===== config.mk =====
export PLATFORM = sky130hd
export DESIGN_NAME = keypadTerminal
export DESIGN_NICKNAME = d
export VERILOG_FILES = /design/src/keypadPkg.sv /design/src/keypadScanner.sv /design/src/keyEntry.sv /design/src/segmentDisplay.sv /design/src/keypadTerminal.sv
export SDC_FILE = /design/constraint.sdc
export NUM_CORES = 1
export LEC_CHECK = 0
export ABC_AREA = 1
export BUFFER_PORTS_ARGS = -buffer_cell sky130_fd_sc_hd__buf_2
export CAP_MARGIN = 10
export CELL_PAD_IN_SITES_DETAIL_PLACEMENT = 0
export CELL_PAD_IN_SITES_GLOBAL_PLACEMENT = 1
export CORE_UTILIZATION = 42
export DETAILED_ROUTE_END_ITERATION = 6
export PLACE_DENSITY_LB_ADDON = 0.1
export SLEW_MARGIN = 20
export SYNTH_ARGS = -nofsm -noshare
export SYNTH_HDL_FRONTEND = slang
export SYNTH_SLANG_ARGS = --single-unit

===== constraint.sdc =====
create_clock -name CLK_96Hz -period 3.3 [get_ports CLK_96Hz]
set_input_delay 0.66 -clock CLK_96Hz [delete_from_list [all_inputs] [get_ports CLK_96Hz]]
set_output_delay 0.66 -clock CLK_96Hz [all_outputs]
set_load 0.02 [all_outputs]

===== src/keypadPkg.sv =====
// ----------------------------------------------------------
// shared types and constants for the 4x4 keypad terminal
// segment bytes are active low, bit 7 is dp and bits 6..0 are g..a
// the hex font assumes a common-anode display
// ----------------------------------------------------------
`default_nettype none

package keypadPkg;

    localparam int NUM_COLS      = 4;     // keypad columns, driven low one at a time
    localparam int NUM_ROWS      = 4;     // keypad rows, sensed active low
    localparam int FRAME_LEN     = 8;     // states per scan frame
    localparam int PUBLISH_STATE = 4;     // keyCode updates at the end of this state
    localparam int NUM_DIGITS    = 4;     // seven-segment digits
    localparam int ENTRY_W       = 16;    // four hex digits of entry

    // one 5-bit word, read as a code or as valid + digit
    typedef union packed {
        logic [4:0] raw;                  // zero means no key
        struct packed {
            logic       valid;
            logic [3:0] digit;            // hex value 0..F
        } fields;
    } keyCode_u;

    typedef struct packed {
        logic [NUM_DIGITS-1:0] anode;     // one-hot, active low
        logic [7:0]            segment;   // {dp, g..a}, active low
    } segOut_t;

    // standard hex font, returned active low with dp off
    function automatic logic [7:0] segmentOf(input logic [3:0] digit);
        logic [6:0] lit;                  // active high g..a
        case (digit)
            4'h0: lit = 7'h3F;
            4'h1: lit = 7'h06;
            4'h2: lit = 7'h5B;
            4'h3: lit = 7'h4F;
            4'h4: lit = 7'h66;
            4'h5: lit = 7'h6D;
            4'h6: lit = 7'h7D;
            4'h7: lit = 7'h07;
            4'h8: lit = 7'h7F;
            4'h9: lit = 7'h6F;
            4'hA: lit = 7'h77;
            4'hB: lit = 7'h7C;            // lower case b
            4'hC: lit = 7'h39;
            4'hD: lit = 7'h5E;            // lower case d
            4'hE: lit = 7'h79;
            default: lit = 7'h71;         // F
        endcase
        return {1'b1, ~lit};
    endfunction

endpackage

`default_nettype wire


===== src/keypadScanner.sv =====
// ----------------------------------------------------------
// column-scan keypad controller, one key code per 8-state frame
// rows need external pull-ups, one key at a time is assumed
// two rows low in one column match nothing, last column wins
// no debounce beyond the frame-rate sampling
// ----------------------------------------------------------
`default_nettype none

module keypadScanner (
    input  logic                           CLK_96Hz,
    input  logic                           reset,
    input  logic [keypadPkg::NUM_ROWS-1:0] rows,     // active low
    output logic [keypadPkg::NUM_COLS-1:0] cols,     // low drives the column
    output keypadPkg::keyCode_u            keyCode
);
    import keypadPkg::*;

    logic [$clog2(FRAME_LEN)-1:0] state;          // frame position 0..7
    logic [$clog2(FRAME_LEN)-1:0] nextState;
    logic [1:0]                   rowIdx;         // 0 is row 1
    logic                         rowHit;         // exactly one row low
    keyCode_u                     localCode;      // code gathered this frame
    keyCode_u                     tableCode;      // table entry for state and row

    // column pattern that is visible during state s
    function automatic logic [NUM_COLS-1:0] colDrive(
        input logic [$clog2(FRAME_LEN)-1:0] s
    );
        logic [NUM_COLS-1:0] pattern;
        pattern = '1;                             // idle states leave all high
        if (s < NUM_COLS)
        begin
            pattern[NUM_COLS-1-s] = 1'b0;         // state 0 is column 1 (msb)
        end
        return pattern;
    endfunction

    // keypad legend by column and row
    function automatic logic [3:0] keyDigit(input logic [1:0] col, input logic [1:0] row);
        logic [3:0] digit;
        case ({col, row})
            4'b00_00: digit = 4'hA;
            4'b00_01: digit = 4'hB;
            4'b00_10: digit = 4'hC;
            4'b00_11: digit = 4'hD;
            4'b01_00: digit = 4'h1;
            4'b01_01: digit = 4'h4;
            4'b01_10: digit = 4'h7;
            4'b01_11: digit = 4'h0;
            4'b10_00: digit = 4'h2;
            4'b10_01: digit = 4'h5;
            4'b10_10: digit = 4'h8;
            4'b10_11: digit = 4'hF;
            4'b11_00: digit = 4'h3;
            4'b11_01: digit = 4'h6;
            4'b11_10: digit = 4'h9;
            default:  digit = 4'hE;
        endcase
        return digit;
    endfunction

    assign nextState = state + 1'b1;              // wraps at FRAME_LEN

    always_comb
    begin
        rowHit = 1'b1;
        rowIdx = 2'd0;
        case (rows)
            4'b0111: rowIdx = 2'd0;               // row 1
            4'b1011: rowIdx = 2'd1;
            4'b1101: rowIdx = 2'd2;
            4'b1110: rowIdx = 2'd3;               // row 4
            default: rowHit = 1'b0;               // none, or several rows low
        endcase
    end

    always_comb
    begin
        tableCode.fields.valid = 1'b1;
        tableCode.fields.digit = keyDigit(state[1:0], rowIdx);
    end

    always_ff @(posedge CLK_96Hz)
    begin
        if (reset)
        begin
            state     <= '0;
            cols      <= '1;                      // nothing driven
            localCode <= '0;
            keyCode   <= '0;
        end
        else
        begin
            state <= nextState;
            cols  <= colDrive(nextState);         // registered, ready for next state
            if (state < NUM_COLS)
            begin
                if (rowHit)
                begin
                    localCode <= tableCode;       // sample at end of column state
                end
            end
            else if (state == PUBLISH_STATE)
            begin
                keyCode <= localCode;             // one update per frame
            end
            else
            begin
                localCode.raw <= '0;              // released key reads as zero next frame
            end
        end
    end

endmodule

`default_nettype wire


===== src/keyEntry.sv =====
// ----------------------------------------------------------
// hex digit entry from scanned key codes
// one digit per press, a held key enters once
// the newest digit sits in the low nibble, the oldest drops out
// no clear or backspace
// ----------------------------------------------------------
`default_nettype none

module keyEntry (
    input  logic                          CLK_96Hz,
    input  logic                          reset,
    input  keypadPkg::keyCode_u           keyCode,      // level, changes once per frame
    output logic [keypadPkg::ENTRY_W-1:0] entryValue,
    output logic                          keyStrobe     // one cycle per press
);
    import keypadPkg::*;

    logic prevValid;                              // valid bit one cycle back
    logic pressEdge;                              // valid just rose

    // keyCode holds for a whole frame, so a held key keeps valid high
    // and gives no second edge
    assign pressEdge = keyCode.fields.valid & ~prevValid;

    always_ff @(posedge CLK_96Hz)
    begin
        if (reset)
        begin
            prevValid <= 1'b0;
            keyStrobe <= 1'b0;
        end
        else
        begin
            prevValid <= keyCode.fields.valid;
            keyStrobe <= pressEdge;               // lines up with the shift below
        end
    end

    // entry register, shifted left by one hex digit per press
    always_ff @(posedge CLK_96Hz)
    begin
        if (reset)
        begin
            entryValue <= '0;                     // display starts at 0000
        end
        else if (pressEdge)
        begin
            entryValue <= {entryValue[ENTRY_W-5:0], keyCode.fields.digit};
        end
    end

endmodule

`default_nettype wire


===== src/segmentDisplay.sv =====
// ----------------------------------------------------------
// multiplexed seven-segment driver for the entry value
// one digit per clock, so each digit refreshes at about 24 Hz
// anodes and segments are active low, common-anode parts assumed
// shown nibble lags entryValue by one cycle
// ----------------------------------------------------------
`default_nettype none

module segmentDisplay (
    input  logic                          CLK_96Hz,
    input  logic                          reset,
    input  logic [keypadPkg::ENTRY_W-1:0] entryValue,
    output keypadPkg::segOut_t            display
);
    import keypadPkg::*;

    logic [$clog2(NUM_DIGITS)-1:0] digitSel;      // digit being driven next
    logic [3:0]                    nibble;        // hex value of that digit

    assign nibble = entryValue[digitSel*4 +: 4];  // digit 0 is the low nibble

    // digit counter and anode select
    always_ff @(posedge CLK_96Hz)
    begin
        if (reset)
        begin
            digitSel      <= '0;
            display.anode <= '1;                  // blank for first cycle
        end
        else
        begin
            digitSel      <= digitSel + 1'b1;     // 0,1,2,3 then wraps
            display.anode <= ~(NUM_DIGITS'(1) << digitSel);
        end
    end

    // segment pattern follows the anode in the same cycle
    always_ff @(posedge CLK_96Hz)
    begin
        display.segment <= segmentOf(nibble);     // hidden while anodes are off
    end

endmodule

`default_nettype wire


===== src/keypadTerminal.sv =====
// ----------------------------------------------------------
// hex keypad entry terminal top level
// whole design runs on the slow scan clock CLK_96Hz
// rows need pull-ups, outputs are plain levels and strobes
// ----------------------------------------------------------
`default_nettype none

module keypadTerminal (
    input  logic                           CLK_96Hz,
    input  logic                           reset,
    input  logic [keypadPkg::NUM_ROWS-1:0] rows,        // active low
    output logic [keypadPkg::NUM_COLS-1:0] cols,        // active low
    output keypadPkg::keyCode_u            keyCode,
    output logic [keypadPkg::ENTRY_W-1:0]  entryValue,
    output logic                           keyStrobe,
    output keypadPkg::segOut_t             display
);

    // matrix scan, one code per frame
    keypadScanner scanner (
        .CLK_96Hz (CLK_96Hz),
        .reset    (reset),
        .rows     (rows),
        .cols     (cols),
        .keyCode  (keyCode)
    );

    // press detect and digit shift
    keyEntry entry (
        .CLK_96Hz   (CLK_96Hz),
        .reset      (reset),
        .keyCode    (keyCode),
        .entryValue (entryValue),
        .keyStrobe  (keyStrobe)
    );

    // four-digit mux
    segmentDisplay segDisplay (
        .CLK_96Hz   (CLK_96Hz),
        .reset      (reset),
        .entryValue (entryValue),
        .display    (display)
    );

endmodule

`default_nettype wire


# After elaboration in Yosys (flattened, before gate mapping)
# Memories as Yosys holds them, arrays and structs flattened.
# Index checks and enable logic that the tools add are counted.
# Widths: inputs -> output; s select.
# classes
n_addsub	3
magnitude_cmp	4
eq_ne	7
n_shift	2
mux	7
bitwise_logic	7
reduce_logical	5
# ops
cell	count
$ge 32x1->1 const B	1
$lt 32x3->1 const B	1
$shiftx 16x5->4	1
$mux 5	3
$eq 4x4->1 const B	3
$not 4->4	2
$not 7->7	1
$lt 3x3->1 const B	2
$pmux 2 s3	1
$eq 4x3->1 const B	1
$ne 2x1->1 const B	2
$reduce_and 2->1	2
$reduce_or 4->1	1
$shl 1x2->4 const A	1
$sub 2x3->4 const A	1
$add 3x1->3 const B	1
$eq 3x3->1 const B	1
$not 1->1	3
$add 2x1->2 const B	1
$demux 1 s2	1
$mux 1	2
$reduce_or 2->1	1
$and 1x1->1	1
$logic_and 1x1->1	1
# word_totals
ff_bits	48
mem_bits_ro	176
in_bits	6
output_inout_bits	38
elab_cells	47
memories	2
# mem_list
name	words	width	read_ports	rd_clocked_by_memory_dff	wr	line_no	source
(name not given)	16	7	1	0	0	keypadPkg.sv:34	case (digit)
(name not given)	16	4	1	0	0	keypadScanner.sv:41	case ({col, row})

# Longest topological paths before layout
# logic_depth
depth_word	7
depth_mapped	12
depth_no_buf	12

# Hierarchy
# From an unflattened synthesis, not the netlist that was laid out.
# unflattened
hier_cells	344
area_unflattened_um2	2484.9
# by_module_without_submodules
mod	n_inst	cells_each	area_each_um2	seq_area_each_um2
keypadScanner	1	117	888.4	340.3
segmentDisplay	1	118	847.1	260.2
keyEntry	1	109	749.5	360.3

# Worst setup path after synthesis
# OpenSTA, ideal clock, no wires.
# synth_path
path_type	input-to-reg
from	input rows[2] (netlist name)
to	register scanner.localCode[0] (netlist name)
setup_time_ps	116
t_arrival_ps	1701
t_required_ps	3184
slack_ps	1483
cell_stages	10
n_path_buf	0
cell_sequence	nand2_1 > clkinv_1 > nand2_4 > inv_1 > ha_1 > inv_1 > nand2_1 > or3_1 > nand3_1 > a21oi_1
# synth_between
elab_chain_cells	5
word_cells_on_any_way	12
cone_classes	5 x eq/ne; 4 x mux; 2 x reduce/logical; 1 x memory
# synth_rtl
element	line_no	source
start: declaration	keypadTerminal.sv:11	input logic [keypadPkg::NUM_ROWS-1:0] rows,
$eq 4x4->1 / $eq 4x3->1 (equally long branches)	keypadScanner.sv:68	case (rows)
$pmux 2 s3 / $reduce_or 4->1 (equally long branches)	-	
$mem_v2 16x4 / $mux 1 (equally long branches)	-	
$mux 5 / $ne 2x1->1 (equally long branches)	-	
$mux 5 / $reduce_and 2->1 (equally long branches)	-	
end signal: assignment	keypadScanner.sv:100	localCode <= tableCode;
end: declaration	keypadScanner.sv:22	keyCode_u localCode;
# Parallel ways exist; a longest one is shown, timed or not. The select of a mux whose other input is x is not followed.
# A chain may end at the register's enable or synchronous reset.

# Final worst setup path
# layout_path
from	register segDisplay.digitSel[0]
to	register, netlist name segDisplay.display[0]
# layout_between
elab_chain_cells	3
# layout_rtl
element	line_no	source
start: declaration	segmentDisplay.sv:17	logic [$clog2(NUM_DIGITS)-1:0] digitSel;
start signal: assignment	segmentDisplay.sv:32	digitSel <= digitSel + 1'b1;
$shiftx 16x5->4	segmentDisplay.sv:20	assign nibble = entryValue[digitSel*4 +: 4];
$mem_v2 16x7	-	
$not 7->7	keypadPkg.sv:52	return {1'b1, ~lit};
# Every way passes these cells.

==> summary.txt <==
Outcome
  – Status: finished, violations left
  – Failing checks: design-rule violations

CTS
  – Root Driver: clkbuf_8
  – CTS tree: yes
  – Post-CTS sizing: 0
  – Number of post-CTS setup repair buffers: 0
  – Clock Sinks: 48
  – TritonCTS Buffers: 5
  – Max clock buf depth: 2
  – CTS H-tree depth: 2
  – Clock Pin Slew Worst Setup and Hold Paths: 0.09 ns
  – Later-pin clock latency in the skew report: 0.29 ns
  – Hold_buf cts: 0

Min path
  – Hold Path Sink: entry.prevValid$_SDFF_PP0_
  – Hold path startpoint: scanner.keyCode[4]$_SDFFE_PP0P_
  – Hold Crit Class: reg2reg
  – Hold path cells: 2

Global routing
  – First-pass GRT wire length: 7.69 mm
  – Total GRT Usage: 17.9%
  – Initial antenna violation count: 0
  – Pin count of the biggest net entering global routing: 26
  – Vias in the first global route: 1,636
  – Grt total ovfl: 0

Synth
  – Register area share after synthesis: 43.1%
  – Syn. warnings: 0
  – Syn_area_per_cell: 7.65 sq um
  – Mapped Nets: ~310
  – Number of synthesized flops with an enable pin: 0
  – Distinct cell type count after synthesis: 29
  – Async S/R FF share, synth: 0%
  – Post-Synthesis Cells: between 200 and 300
  – Register bit total from synthesis: 48
  – Synth Cell Area: 2230 sq um
  – Ys flop type: dfxtp_1
  – Yosys top cell by area: dfxtp_1
  – Leading post-synthesis cells by cell area: dfxtp_1 43%, nor2_1 9.6%, ha_1 9.6%, nand2_1 9.1%, o21ai_0 4.9%
  – Top-area cell type share of the netlist area: 43.1%
  – Top cell types by occurrence after synthesis: 57 x nor2_1, 54 x nand2_1, 48 x dfxtp_1
  – Most common cell in the netlist: nor2_1

Pwr
  – Comb pwr share: 22.1%
  – Leakage power: 1.34 nW
  – NetSw: 0.423 mW
  – Internal: 0.895 mW
  – Sequential power share: 50.6%
  – Pwr Total: ~1.3 mW
  – Sw Share: 32.1%
  – Pwr dens: 512 nW/um^2
  – VDD IR max: between 200 and 300 uV
  – Clock share of power: 27.3%

STA
  – Worst slew margin: 56.9%
  – Fmax: 0.522 GHz
  – RSZ-0062 raised after global routing: no
  – Final Cycle Share: 58.1%
  – Final setup vio count: 0
  – Min Tclk post-route: 1.92 ns
  – Slew @ Worst Pin: 0.647 ns
  – Setup Skew: around 0.007 ns
  – Hold Violations, Final: 0
  – Pins Over Slew Limit: 0
  – Final setup TNS: 0 ns

Critical path
  – R2R Path End: segDisplay.display[0]$_DFF_P_
  – Flop2flop setup slack: about 1.4 ns
  – CP top delay family: flip-flops
  – Most used cell, CP: nand2_1
  – Crit Path Max Fanout: 12
  – Buf/Inv on CP: 3
  – Slowest stage delay, CP: 0.70 ns
  – RR Startpoint: segDisplay.digitSel[0]$_SDFF_PP0_
  – CP required: 3.49 ns
  – Crit. Startpoint: segDisplay.digitSel[0]$_SDFF_PP0_
  – Crit end category: register
  – Crit path cell chain: inv_8, nand2_1, nand3_1, nand2_1, inv_1, ha_1, o21ai_2, inv_2, o21ai_1, nand2_1
  – Worst Reg-to-Reg Cells: 10
  – CP startpoint kind: register
  – CP Data Arrival Time: 2.10 ns
  – CP max-delay cell: dfxtp_1
  – Kind of critical path: reg2reg

Die
  – # IOs: 44
  – Die Ht: 74.8 microns
  – Overall die area: 5600 sq um
  – Core Region: 5110 sq um
  – Die width: 74.8 microns
  – Initial core utilization: approximately 44%
  – # rows: 26

Drt
  – DRT antenna net count: 0
  – WL final: ~4.5 mm
  – Wire length per cell: 11.1 microns
  – Via Count: around 1,900
  – Via density: about 4.7
  – DRC: 1
  – Drt pass-1 iters: 6
  – Initial DRC count: 57

Layout
  – N_diodes: 0
  – Ratio of cells with drive above 1 in the final layout: 24.9%
  – Area delta synth->final: 15.5%
  – Final nets: 355

Place
  – Port Buffer Count: 42
  – Dpl hpwl: 3.18 mm
  – Placer congestion estimate: 0.804

Job
  – Max-cap violations: 0
## worst register-to-register path, delay by kind of cell (launching register included)
| kind | cells | cell delay, ns |
|---|---|---|
| DFF | 1 | 0.70 |
| and+or+nand+nor | 4 | 0.40 |
| buffers and inverters | 3 | 0.24 |
| adders and majority gates | 1 | 0.24 |
| AOI/OAI and AO/OA | 2 | 0.22 |
## cell families after synthesis
family	Yosys count	share of synthesized area (%)
other	1	0.168
flip-flops	48	43.1
XOR/XNOR	1	0.393
AO/OA/AOI/OAI	42	10.1
buffers and inverters	37	7.58
adder cells (fa/ha/maj)	17	9.55
AND/OR/NAND/NOR	145	29.0
## power groups by stage
stage / logic [mW] / registers, mW / clock network (mW)
4_1_cts: 0.295 / 0.667 / 0.374
3_5_place_dp: 0.294 / 0.680 / 0
2_1_floorplan: 0.170 / 0.725 / 0
6_report: 0.292 / 0.666 / 0.360
5_1_grt: 0.334 / 0.676 / 0.399
3_3_place_gp: 0.295 / 0.680 / 0
## worst max-delay path by stage
stage	endpoint	slack (ns)	cells past startpoint
CTS	segDisplay.display[0]$_DFF_P_	1.38	10
floorplan	scanner.localCode[0]$_SDFFE_PP0P_	1.48	10
global route	segDisplay.display[3]$_DFF_P_	1.17	10
global placement	scanner.localCode[0]$_SDFFE_PP0P_	1.29	11
detailed placement	scanner.localCode[0]$_SDFFE_PP0P_	1.23	11
finish	segDisplay.display[0]$_DFF_P_	1.38	10
## layout make-up
class / count / area [sq um]
fillers: 520 / 2530
multi-input cells: 206 / 1100
flip-flops and latches: 48 / 961
repair buffers: 42 / 210
inverters: 29 / 124
well taps: 70 / 87.6
clock buffers: 6 / 82.6
clock inverters: 2 / 10.0
## state kept, by name, indices dropped and copies added, names as in the netlist
| name | flops |
|---|---|
| entry.entryValue | 16 |
| segDisplay.display | 11 |
| scanner.keyCode | 5 |
| scanner.localCode | 5 |
| scanner.cols | 4 |
| scanner.state | 3 |
| segDisplay.digitSel | 2 |
| entry.keyStrobe | 1 |
| entry.prevValid | 1 |
## per-stage QoR
step / instance area [sq um] / std cells / util (%) / hold slack, ns / setup slack (ns)
floorplan: 2230 / 291 / - / 0.445 / 1.48
global placement: 2480 / 395 / 48.6 / 0.458 / 1.29
detailed placement: 2480 / 395 / 48.6 / 0.463 / 1.23
CTS: 2570 / 403 / 50.4 / 0.477 / 1.38
global route: 2570 / 403 / 50.4 / 0.503 / 1.17
finish: 2570 / 403 / 50.4 / 0.471 / 1.38
## layer usage
metal  vias up  GRT usage (%)  share of wire (%)
li1        994              -                  -
met1       853           25.6                 52
met2        48           27.2                 44
met3         4           2.81                3.6
met4         0           6.29               0.99
met5         -              0                  0
## cells in the final DEF, fill, tap and decap left out
cell type and count:
ha_1 17, nand3_2 3, o21ai_1 8, inv_8 1, or2_1 1, buf_2 42, clkinv_1 2, nor2_4 1
or3_1 1, dfxtp_1 48, conb_1 1, inv_1 15, nand2_4 4, clkinv_2 2, nand3_1 15, o21ai_2 3
xor2_1 1, inv_6 1, nor2_2 3, a21oi_1 8, nand2_2 6, clkbuf_8 6, o21ai_0 22, a21oi_2 1
inv_4 1, inv_2 9, nand2_1 54, nor2_1 57
(Power assumes the default switching activity.)
